[config.mk]
export PLATFORM = sky130hd
export DESIGN_NAME = periph_top
export DESIGN_NICKNAME = d
export VERILOG_FILES = /design/src/logic/periph_pkg.sv /design/src/logic/debounce.sv /design/src/logic/gpio_bank.sv /design/src/logic/periph_top.sv /design/src/logic/wb_decode.sv
export VERILOG_INCLUDE_DIRS = /design/src /design/src/logic
export SDC_FILE = /design/constraint.sdc
export NUM_CORES = 1
export LEC_CHECK = 0
export ABC_AREA = 1
export ABC_CLOCK_PERIOD_IN_PS = 1300
export BUFFER_PORTS_ARGS = -buffer_cell sky130_fd_sc_hd__buf_4
export CORE_ASPECT_RATIO = 1.4
export CORE_MARGIN = 1.5
export CORE_UTILIZATION = 53
export CTS_CLUSTER_SIZE = 10
export DETAILED_ROUTE_END_ITERATION = 10
export GPL_ROUTABILITY_DRIVEN = 0
export PLACE_DENSITY_LB_ADDON = 0.1
export SLEW_MARGIN = 40
export SYNTH_ARGS = -nofsm -noshare
export SYNTH_HDL_FRONTEND = slang
export SYNTH_SLANG_ARGS = --single-unit
[constraint.sdc]
create_clock -name clk -period 1.3 [get_ports clk]
set_input_delay 0.065 -clock clk [delete_from_list [all_inputs] [get_ports clk]]
set_output_delay 0.065 -clock clk [all_outputs]
set_load 0.02 [all_outputs]
[src/logic/periph_config.svh]
`ifndef PERIPH_CONFIG_SVH
`define PERIPH_CONFIG_SVH

// ************************************************************
// bus geometry
// ************************************************************

// byte address width seen by the peripheral subsystem
`define PERIPH_ADDR_W     8
`define PERIPH_DATA_W     32

// board pins, slide switches and the robot control byte
`define PERIPH_GPIO_W     32
`define PERIPH_NUM_SW     16
`define BOT_CTRL_W        8
// the debounced switch that doubles as the robot configuration level
`define BOT_CONFIG_SW     15

// ************************************************************
// bank map
// ************************************************************

// address bits 7:6 pick the bank, so each bank spans 64 bytes
`define BANK_OFS_W        6
`define PERIPH_NUM_BANKS  3
`define BANK_IDX_BOARD    0
`define BANK_IDX_BUTTON   1
`define BANK_IDX_ROBOT    2
`define BANK_BOARD_BASE   8'h00
`define BANK_BUTTON_BASE  8'h40
`define BANK_ROBOT_BASE   8'h80

// registers inside a bank, anything else reads zero
`define REG_IN_OFS        6'h00
`define REG_OUT_OFS       6'h04
`define REG_OE_OFS        6'h08

// stable synchronised samples needed before a debounced bit flips
`define DB_CYCLES         8

`endif

[src/logic/periph_pkg.sv]
`include "periph_config.svh"

package periph_pkg;

   // ************************************************************
   // wishbone transport
   // ************************************************************

   // one request from the master, held until the matching ack
   // the address is a byte address but always word aligned (bits 1:0 zero)
   typedef struct packed {
      logic                      cyc;
      logic                      stb;
      logic                      we;
      logic [`PERIPH_ADDR_W-1:0] adr;
      logic [`PERIPH_DATA_W-1:0] dat;
   } wb_req_t;

   // read data is only meaningful while ack is high
   typedef struct packed {
      logic                      ack;
      logic [`PERIPH_DATA_W-1:0] dat;
   } wb_rsp_t;

   // ************************************************************
   // pin payloads
   // ************************************************************

   // a full 32 pin word, used by the board bank and the robot bank
   typedef logic [`PERIPH_GPIO_W-1:0] gpio_word_t;

   // the last member lands in bit 0, so up is bit 0 and center is bit 4
   typedef struct packed {
      logic center;
      logic right;
      logic left;
      logic down;
      logic up;
   } button_t;

   typedef logic [`PERIPH_NUM_SW-1:0] switch_t;

   // one-hot bank choice, all zero means the address is unmapped
   typedef struct packed {
      logic robot;
      logic button;
      logic board;
   } bank_sel_t;

endpackage

[src/logic/debounce.sv]
`timescale 1ns/1ns
`include "periph_config.svh"

// debouncer for the push buttons and slide switches
// each bit runs a two flop synchroniser followed by a stability counter
module debounce (
   input  logic                clk,
   input  logic                i_arst_n,
   input  periph_pkg::button_t i_buttons,
   input  periph_pkg::switch_t i_switches,
   output periph_pkg::button_t o_buttons,
   output periph_pkg::switch_t o_switches
);

   import periph_pkg::*;

   localparam int BTN_W  = $bits(button_t);
   localparam int NUM_IN = BTN_W + $bits(switch_t);
   localparam int CNT_W  = $clog2(`DB_CYCLES + 1);
   // the flip happens on the edge that would make this the DB_CYCLES count
   localparam logic [CNT_W-1:0] CNT_LAST = CNT_W'(`DB_CYCLES - 1);

   logic [NUM_IN-1:0] raw;
   logic [NUM_IN-1:0] sync1_q;
   logic [NUM_IN-1:0] sync2_q;
   logic [NUM_IN-1:0] db_q;
   logic [CNT_W-1:0]  cnt_q [NUM_IN];

   // buttons in the low bits, switches above them
   assign raw = {i_switches, i_buttons};

   // ************************************************************
   // synchroniser
   // ************************************************************

   always_ff @(posedge clk or negedge i_arst_n) begin
      if (!i_arst_n) begin
         sync1_q <= '0;
         sync2_q <= '0;
      end else begin
         sync1_q <= raw;
         sync2_q <= sync1_q;
      end
   end

   // ************************************************************
   // stability counters
   // ************************************************************

   // a bit that matches its debounced value keeps its counter at zero
   // any bounce back therefore restarts the count, and a pulse shorter
   // than DB_CYCLES samples never reaches the output
   always_ff @(posedge clk or negedge i_arst_n) begin
      if (!i_arst_n) begin
         db_q <= '0;
         for (int i = 0; i < NUM_IN; i++) begin
            cnt_q[i] <= '0;
         end
      end else begin
         for (int i = 0; i < NUM_IN; i++) begin
            if (sync2_q[i] == db_q[i]) begin
               cnt_q[i] <= '0;
            end else if (cnt_q[i] == CNT_LAST) begin
               db_q[i]  <= sync2_q[i];
               cnt_q[i] <= '0;
            end else begin
               cnt_q[i] <= cnt_q[i] + 1'b1;
            end
         end
      end
   end

   assign o_buttons  = button_t'(db_q[BTN_W-1:0]);
   assign o_switches = switch_t'(db_q[NUM_IN-1:BTN_W]);

endmodule

[src/logic/gpio_bank.sv]
`timescale 1ns/1ns
`include "periph_config.svh"

// one gpio bank with input, output and output enable registers
// pin_t sets the payload width, reads zero extend it to the bus width
module gpio_bank #(
   parameter type pin_t = periph_pkg::gpio_word_t
) (
   input  logic                clk,
   input  logic                i_arst_n,
   input  periph_pkg::wb_req_t i_req,
   output periph_pkg::wb_rsp_t o_rsp,
   input  pin_t                i_pins,
   output pin_t                o_pins,
   output pin_t                o_pins_oe
);

   localparam int PIN_W = $bits(pin_t);

   logic [`BANK_OFS_W-1:0]    ofs;
   logic                      req_new;
   logic                      hit_in;
   logic                      hit_out;
   logic                      hit_oe;
   logic                      ack_q;
   // which register the pending read returns, all zero for writes and holes
   logic                      rd_in_q;
   logic                      rd_out_q;
   logic                      rd_oe_q;
   pin_t                      in_q;
   pin_t                      out_q;
   pin_t                      oe_q;
   logic [`PERIPH_DATA_W-1:0] rd_word;

   // ************************************************************
   // request decode
   // ************************************************************

   // stb stays high during the ack cycle, ack_q keeps it from counting twice
   assign req_new = i_req.cyc & i_req.stb & ~ack_q;
   assign ofs     = i_req.adr[`BANK_OFS_W-1:0];
   assign hit_in  = (ofs == `REG_IN_OFS);
   assign hit_out = (ofs == `REG_OUT_OFS);
   assign hit_oe  = (ofs == `REG_OE_OFS);

   always_ff @(posedge clk or negedge i_arst_n) begin
      if (!i_arst_n) begin
         ack_q    <= 1'b0;
         rd_in_q  <= 1'b0;
         rd_out_q <= 1'b0;
         rd_oe_q  <= 1'b0;
         out_q    <= '0;
         oe_q     <= '0;
      end else begin
         ack_q    <= req_new;
         rd_in_q  <= req_new & ~i_req.we & hit_in;
         rd_out_q <= req_new & ~i_req.we & hit_out;
         rd_oe_q  <= req_new & ~i_req.we & hit_oe;
         // the in register is read only, writes to it are dropped
         if (req_new & i_req.we & hit_out) begin
            out_q <= pin_t'(i_req.dat[PIN_W-1:0]);
         end
         if (req_new & i_req.we & hit_oe) begin
            oe_q <= pin_t'(i_req.dat[PIN_W-1:0]);
         end
      end
   end

   // pins are sampled on every edge, so a read sees them one cycle before ack
   always_ff @(posedge clk) begin
      in_q <= i_pins;
   end

   // ************************************************************
   // read data and outputs
   // ************************************************************

   always_comb begin
      rd_word = '0;
      if (rd_in_q) begin
         rd_word[PIN_W-1:0] = in_q;
      end else if (rd_out_q) begin
         rd_word[PIN_W-1:0] = out_q;
      end else if (rd_oe_q) begin
         rd_word[PIN_W-1:0] = oe_q;
      end
   end

   assign o_rsp.ack = ack_q;
   assign o_rsp.dat = rd_word;
   assign o_pins    = out_q;
   assign o_pins_oe = oe_q;

   // a single access never gets a second ack, even with stb still high
   ack_single_a: assert property (@(posedge clk) disable iff (!i_arst_n)
      ack_q |=> !ack_q);

endmodule

[src/logic/periph_top.sv]
`timescale 1ns/1ns
`include "periph_config.svh"

// wishbone peripheral subsystem for the robot controller
// the board adds the pad buffers, so every pin comes as separate in, out and enable
module periph_top (
   input  logic                   clk,
   input  logic                   i_arst_n,
   input  periph_pkg::wb_req_t    i_wb,
   output periph_pkg::wb_rsp_t    o_wb,
   input  periph_pkg::gpio_word_t i_gpio,
   output periph_pkg::gpio_word_t o_gpio,
   output periph_pkg::gpio_word_t o_gpio_oe,
   input  periph_pkg::button_t    i_buttons,
   input  periph_pkg::switch_t    i_switches,
   input  periph_pkg::gpio_word_t i_bot_info,
   output logic [`BOT_CTRL_W-1:0] o_bot_ctrl,
   output logic                   o_bot_config
);

   import periph_pkg::*;

   // per bank request and response, indexed by the BANK_IDX macros
   wb_req_t    bank_req [`PERIPH_NUM_BANKS];
   wb_rsp_t    bank_rsp [`PERIPH_NUM_BANKS];

   button_t    db_buttons;
   switch_t    db_switches;
   // full robot output word, only the low byte leaves the chip
   gpio_word_t robot_out;

   // ************************************************************
   // bus fabric
   // ************************************************************

   wb_decode wb_decode_inst (
      .clk        (clk),
      .i_arst_n   (i_arst_n),
      .i_wb       (i_wb),
      .o_wb       (o_wb),
      .o_bank_req (bank_req),
      .i_bank_rsp (bank_rsp)
   );

   // ************************************************************
   // input filtering
   // ************************************************************

   debounce debounce_inst (
      .clk        (clk),
      .i_arst_n   (i_arst_n),
      .i_buttons  (i_buttons),
      .i_switches (i_switches),
      .o_buttons  (db_buttons),
      .o_switches (db_switches)
   );

   // switch 15 selects the robot configuration
   assign o_bot_config = db_switches[`BOT_CONFIG_SW];

   // ************************************************************
   // gpio banks
   // ************************************************************

   // board pins with per pin output enables
   gpio_bank #(.pin_t(gpio_word_t)) board_bank (
      .clk       (clk),
      .i_arst_n  (i_arst_n),
      .i_req     (bank_req[`BANK_IDX_BOARD]),
      .o_rsp     (bank_rsp[`BANK_IDX_BOARD]),
      .i_pins    (i_gpio),
      .o_pins    (o_gpio),
      .o_pins_oe (o_gpio_oe)
   );

   // push buttons are input only, the bank's output registers stay open
   gpio_bank #(.pin_t(button_t)) button_bank (
      .clk       (clk),
      .i_arst_n  (i_arst_n),
      .i_req     (bank_req[`BANK_IDX_BUTTON]),
      .o_rsp     (bank_rsp[`BANK_IDX_BUTTON]),
      .i_pins    (db_buttons),
      .o_pins    (),
      .o_pins_oe ()
   );

   // robot status comes in as a word, control goes out as a byte
   gpio_bank #(.pin_t(gpio_word_t)) robot_bank (
      .clk       (clk),
      .i_arst_n  (i_arst_n),
      .i_req     (bank_req[`BANK_IDX_ROBOT]),
      .o_rsp     (bank_rsp[`BANK_IDX_ROBOT]),
      .i_pins    (i_bot_info),
      .o_pins    (robot_out),
      .o_pins_oe ()
   );

   assign o_bot_ctrl = robot_out[`BOT_CTRL_W-1:0];

endmodule

[src/logic/wb_decode.sv]
`timescale 1ns/1ns
`include "periph_config.svh"

// splits the master's bus into one request per bank and merges the responses
module wb_decode (
   input  logic                clk,
   input  logic                i_arst_n,
   input  periph_pkg::wb_req_t i_wb,
   output periph_pkg::wb_rsp_t o_wb,
   output periph_pkg::wb_req_t o_bank_req [`PERIPH_NUM_BANKS],
   input  periph_pkg::wb_rsp_t i_bank_rsp [`PERIPH_NUM_BANKS]
);

   import periph_pkg::*;

   logic                         req_valid;
   logic [`PERIPH_ADDR_W-1:0]    bank_base;
   bank_sel_t                    bank_sel;
   logic [`PERIPH_NUM_BANKS-1:0] sel_vec;
   // bank that owns the access now being acknowledged
   logic [`PERIPH_NUM_BANKS-1:0] rsp_sel_q;
   logic                         unmapped_ack_q;

   assign req_valid = i_wb.cyc & i_wb.stb;

   // ************************************************************
   // address decode
   // ************************************************************

   // clear the offset bits so the address compares directly with the bases
   assign bank_base = {i_wb.adr[`PERIPH_ADDR_W-1:`BANK_OFS_W], {`BANK_OFS_W{1'b0}}};

   always_comb begin
      bank_sel = '0;
      case (bank_base)
         `BANK_BOARD_BASE:  bank_sel.board  = 1'b1;
         `BANK_BUTTON_BASE: bank_sel.button = 1'b1;
         `BANK_ROBOT_BASE:  bank_sel.robot  = 1'b1;
         // the top quarter of the map has no bank
         default:           bank_sel = '0;
      endcase
   end

   always_comb begin
      sel_vec                  = '0;
      sel_vec[`BANK_IDX_BOARD]  = bank_sel.board;
      sel_vec[`BANK_IDX_BUTTON] = bank_sel.button;
      sel_vec[`BANK_IDX_ROBOT]  = bank_sel.robot;
   end

   // every bank sees the whole request but only the chosen one gets stb
   always_comb begin
      for (int i = 0; i < `PERIPH_NUM_BANKS; i++) begin
         o_bank_req[i]     = i_wb;
         o_bank_req[i].stb = i_wb.stb & sel_vec[i];
      end
   end

   // ************************************************************
   // response path
   // ************************************************************

   // the master holds the address through the ack cycle, so sampling the
   // selection while stb is high keeps it valid when the ack comes back
   // an unmapped access gets its own one cycle ack with zero data
   always_ff @(posedge clk or negedge i_arst_n) begin
      if (!i_arst_n) begin
         rsp_sel_q      <= '0;
         unmapped_ack_q <= 1'b0;
      end else begin
         rsp_sel_q      <= req_valid ? sel_vec : '0;
         unmapped_ack_q <= req_valid & (sel_vec == '0) & ~unmapped_ack_q;
      end
   end

   always_comb begin
      o_wb     = '0;
      o_wb.ack = unmapped_ack_q;
      for (int i = 0; i < `PERIPH_NUM_BANKS; i++) begin
         if (rsp_sel_q[i]) begin
            o_wb = i_bank_rsp[i];
         end
      end
   end

   // at most one bank or the unmapped path answers on any given edge
   sel_onehot_a: assert property (@(posedge clk) disable iff (!i_arst_n)
      $onehot0({i_bank_rsp[`BANK_IDX_ROBOT].ack, i_bank_rsp[`BANK_IDX_BUTTON].ack,
                i_bank_rsp[`BANK_IDX_BOARD].ack, unmapped_ack_q}));

endmodule

==> impl_metrics.ini <==
[outcome]
status = finished with violations
violations = setup timing

[hold_path]
hold_class = in2reg

[setup_path]
cp_data_arrival_time_ns = 1.86
cp_data_required_time_ns = 1.24
crit_buf_inv = 4
crit_top_cell = nand2_1
critPathMaxStageDelay_ns = 0.36
crit_family = simple AND/OR/NAND/NOR gates
cp_slowest_cell = dfrtp_1
path_max_fanout = 8
start_kind = flip-flop
crit_type = reg2out
crit_chain = inv_1 > nor2_4 > buf_12 > buf_12 > nand2_1 > nand2_1 > nand2_1 > nand2_2 > buf_6
end_kind = output port

[place]
io_buffer_count = 220
place_area_um2 = 13500
dp_hpwl_mm = 20.9

[power]
ir_worst_vdd_uv = 1180
power.leakage_nw = 8.92
power.density_nw_per_um2 = 1070
finalPower_w = 0.0188

[synthesis]
netlist_area_um2 = 11100
synth_edf_count = 0
synth.avg_cell_area_um2 = 8.47
synth_top_area_frac = 0.442
synth_cell_types = 29
yosys.area.top_type = dfrtp_1
yosys_register_bits = 265
synthesis.instances = 1309
ys_seq_area_frac = 0.567
synth_ff_type = dfrtp_1
syn-num-nets = 1445
ys_top_cells_by_area = dfrtp_1 (44%), nand2_1 (17%), dfxtp_1 (12%)
postSynth.asyncResetShare = 0.740
yosysWarnings = 0

[floorplanning]
fp.dieArea_um2 = 21800
core_um2 = 20600
initial_utilization = 0.540
io_pins = 236
die_w_um = 125
fp-row-count = 62
die_h_um = 174

[timing]
worst_pin_slew_ns = 0.499
finalCritPeriodShare = 1.48
fin_crit_ns = 1.92
timing.max_slew.rel_slack = 0.667
skew_ns = 0.00916
max_clock_freq_mhz = 520
hold_viol_final = 0
rsz0062_at_grt = true
fin_tns_setup_ns = -33.87
drv_slew = 0
setup_slack_ns = -0.624
setup_viol = 161

[grt]
grtUsageTotal = 0.320
grt_first_pass_wirelength_mm = 55.9
overflow = 0
grt_start_max_net_pins = 51
grt_pass1_vias = 10873
antenna_found_initial = 0

[layout]
fillers = 1077
multi_input_area_um2 = 5180
fin_area_um2 = 17500
drive_gt1_frac = 0.370
area_growth_pct = 57.6
seq_area_um2 = 6300
final_util = 0.850
antennaDiodeCount = 0
final_nets = 1849

[clocking]
cts_buffers = 30
cts_tree = built
clk_pin_slew_worst_paths_ns = 0.06
clkLatencyLatePin_ns = 0.55
cts_buffer_depth = 3
cts_sinks = 265
htreeDepth = 1
clock-root-buffer = clkbuf_16

[drt]
vias = 11226
routedWlPerCell_um = 19.6
drc = 0
wl_met3_mm = 2.83
m1WireLength_mm = 14.1
ant_nets = 0
routed_wl_mm = 39.1
avgViaCountPerCell = 5.64
routed-wl-met2_mm = 20.2
drt_first_pass_iters = 7
dr.max_layer_used = met4
drtIter0Drc = 1011

[job]
cap_violations = 0
[placed cells by master (no fill, tap or decap), types with 2 or more instances in the layout]
cell,synthesis,routed
a21oi_1,75,70
a21oi_2,0,5
buf_12,0,35
buf_16,0,11
buf_4,10,230
buf_6,17,52
buf_8,0,3
clkbuf_1,24,23
clkbuf_16,0,38
dfrtp_1,196,188
dfrtp_2,0,8
dfxtp_1,69,69
dlygate4sd3_1,0,114
ha_1,6,6
inv_1,27,22
inv_2,3,7
inv_4,0,2
mux2_2,6,6
nand2_1,502,310
nand2_2,1,141
nand2_4,0,50
nand2_8,0,2
nand3_1,159,136
nand3_2,3,23
nand3_4,0,3
nor2_1,112,97
nor2_2,2,12
nor2_4,3,8
nor3b_1,6,6
o211ai_1,33,33
o21bai_1,6,6
xnor2_1,6,6
xor2_1,6,6
[tightest hold or removal path, cell delays in order]
cell and delay [ns]:
buf_4 0.14, nand2_1 0.12, nor3_4 0.07, buf_4 0.13
[metal layers]
metal / track usage / up-vias
li1: - / 5031
met1: 0.384 / 5425
met2: 0.568 / 619
met3: 0.0569 / 151
met4: 0.125 / 0
met5: 0 / -
[state kept, by name, summed over array words and instances (netlist names), 3 cells and up]
register,cells
board_bank.in_q,32
board_bank.o_pins,32
board_bank.o_pins_oe,32
button_bank.in_q,5
button_bank.o_pins,5
button_bank.o_pins_oe,5
debounce_inst.cnt_q,24
debounce_inst.db_q,6
debounce_inst.sync1_q,6
debounce_inst.sync2_q,6
robot_bank.in_q,32
robot_bank.o_pins,32
robot_bank.o_pins_oe,32
wb_decode_inst.rsp_sel_q,3
[kinds of logic (layout without fill, tap and decap cells)]
family / count (synthesis) / count (layout) / synth area share
AND/OR/NAND/NOR: 793 / 793 / 0.294
flip-flops: 265 / 265 / 0.567
AO/OA/AOI/OAI: 115 / 115 / 0.0609
buffers and inverters: 112 / 539 / 0.0562
XOR/XNOR: 12 / 12 / 0.00947
adder cells (fa/ha/maj): 6 / 6 / 0.00677
multiplexers: 6 / 6 / 0.00609
[cell type report]
type / count / share of cell area
clock buffers: 54 / 0.0493
clock inverters: 1 / 0.000286
inverters: 31 / 0.00694
multi-input cells: 932 / 0.297
flip-flops and latches: 265 / 0.360
well taps: 256 / 0.0183
repair buffers: 453 / 0.268
[path summary, 6_finish.rpt]
check / from / endpoint / slack [ns] / cells past startpoint
max in group asynchronous: i_arst_n / wb_decode_inst.rsp_sel_q[2]$_DFF_PN0_ / 0.61 / 3
worst max-delay path: board_bank.rd_oe_q$_DFF_PN0_ / o_wb[29] / -0.62 / 9
worst max register to register: board_bank.ack_q$_DFF_PN0_ / board_bank.o_pins[21]$_DFFE_PN0P_ / -0.18 / 9
min in group asynchronous: i_arst_n / robot_bank.o_pins[6]$_DFFE_PN0P_ / 0.06 / 2
worst min register to register: debounce_inst.sync1_q[3]$_DFF_PN0_ / debounce_inst.sync2_q[3]$_DFF_PN0_ / 0.35 / 0
worst min-delay path: i_wb[39] / robot_bank.ack_q$_DFF_PN0_ / 0.02 / 4
[what timing repair did]
item,4_1_cts,5_1_grt
hold buffers,114,2
endpoints found under the hold margin,419,3
resized for setup,86,288
buffers inserted,20,15
setup endpoints to repair,82,176
pin swaps,6,71
gates cloned,12,8
[metrics by stage]
step,hold slack (ns),cells,setup WS [ns]
3_5_place_dp,0.0705,1775,-0.0765
2_1_floorplan,-0.231,1309,0.00150
4_1_cts,0.0472,1974,-0.589
6_report,0.0189,1992,-0.624
5_1_grt,0.0226,1992,-0.703
3_3_place_gp,0.0748,1775,-0.0584
[cell usage after synthesis, types with 2 or more instances]
master,instances
nand3_1,159
inv_2,3
buf_4,10
xor2_1,6
nor3b_1,6
xnor2_1,6
nor2_2,2
inv_1,27
o211ai_1,33
nand2_1,502
buf_6,17
clkbuf_1,24
dfrtp_1,196
a21oi_1,75
nor2_1,112
o21bai_1,6
dfxtp_1,69
nand3_2,3
mux2_2,6
ha_1,6
buf_2,30
nor2_4,3
nor3_1,2
[report_power, final]
part | switching (W) | total [W] | internal (W) | leakage (nW)
Sequential | 0.000352 | 0.00912 | 0.00877 | 3.25
Clock | 0.00321 | 0.00763 | 0.00441 | 0.413
Combinational | 0.000955 | 0.00201 | 0.00105 | 5.25
Total | 0.00452 | 0.0188 | 0.0142 | 8.92
Power figures use the tool's default switching activity.
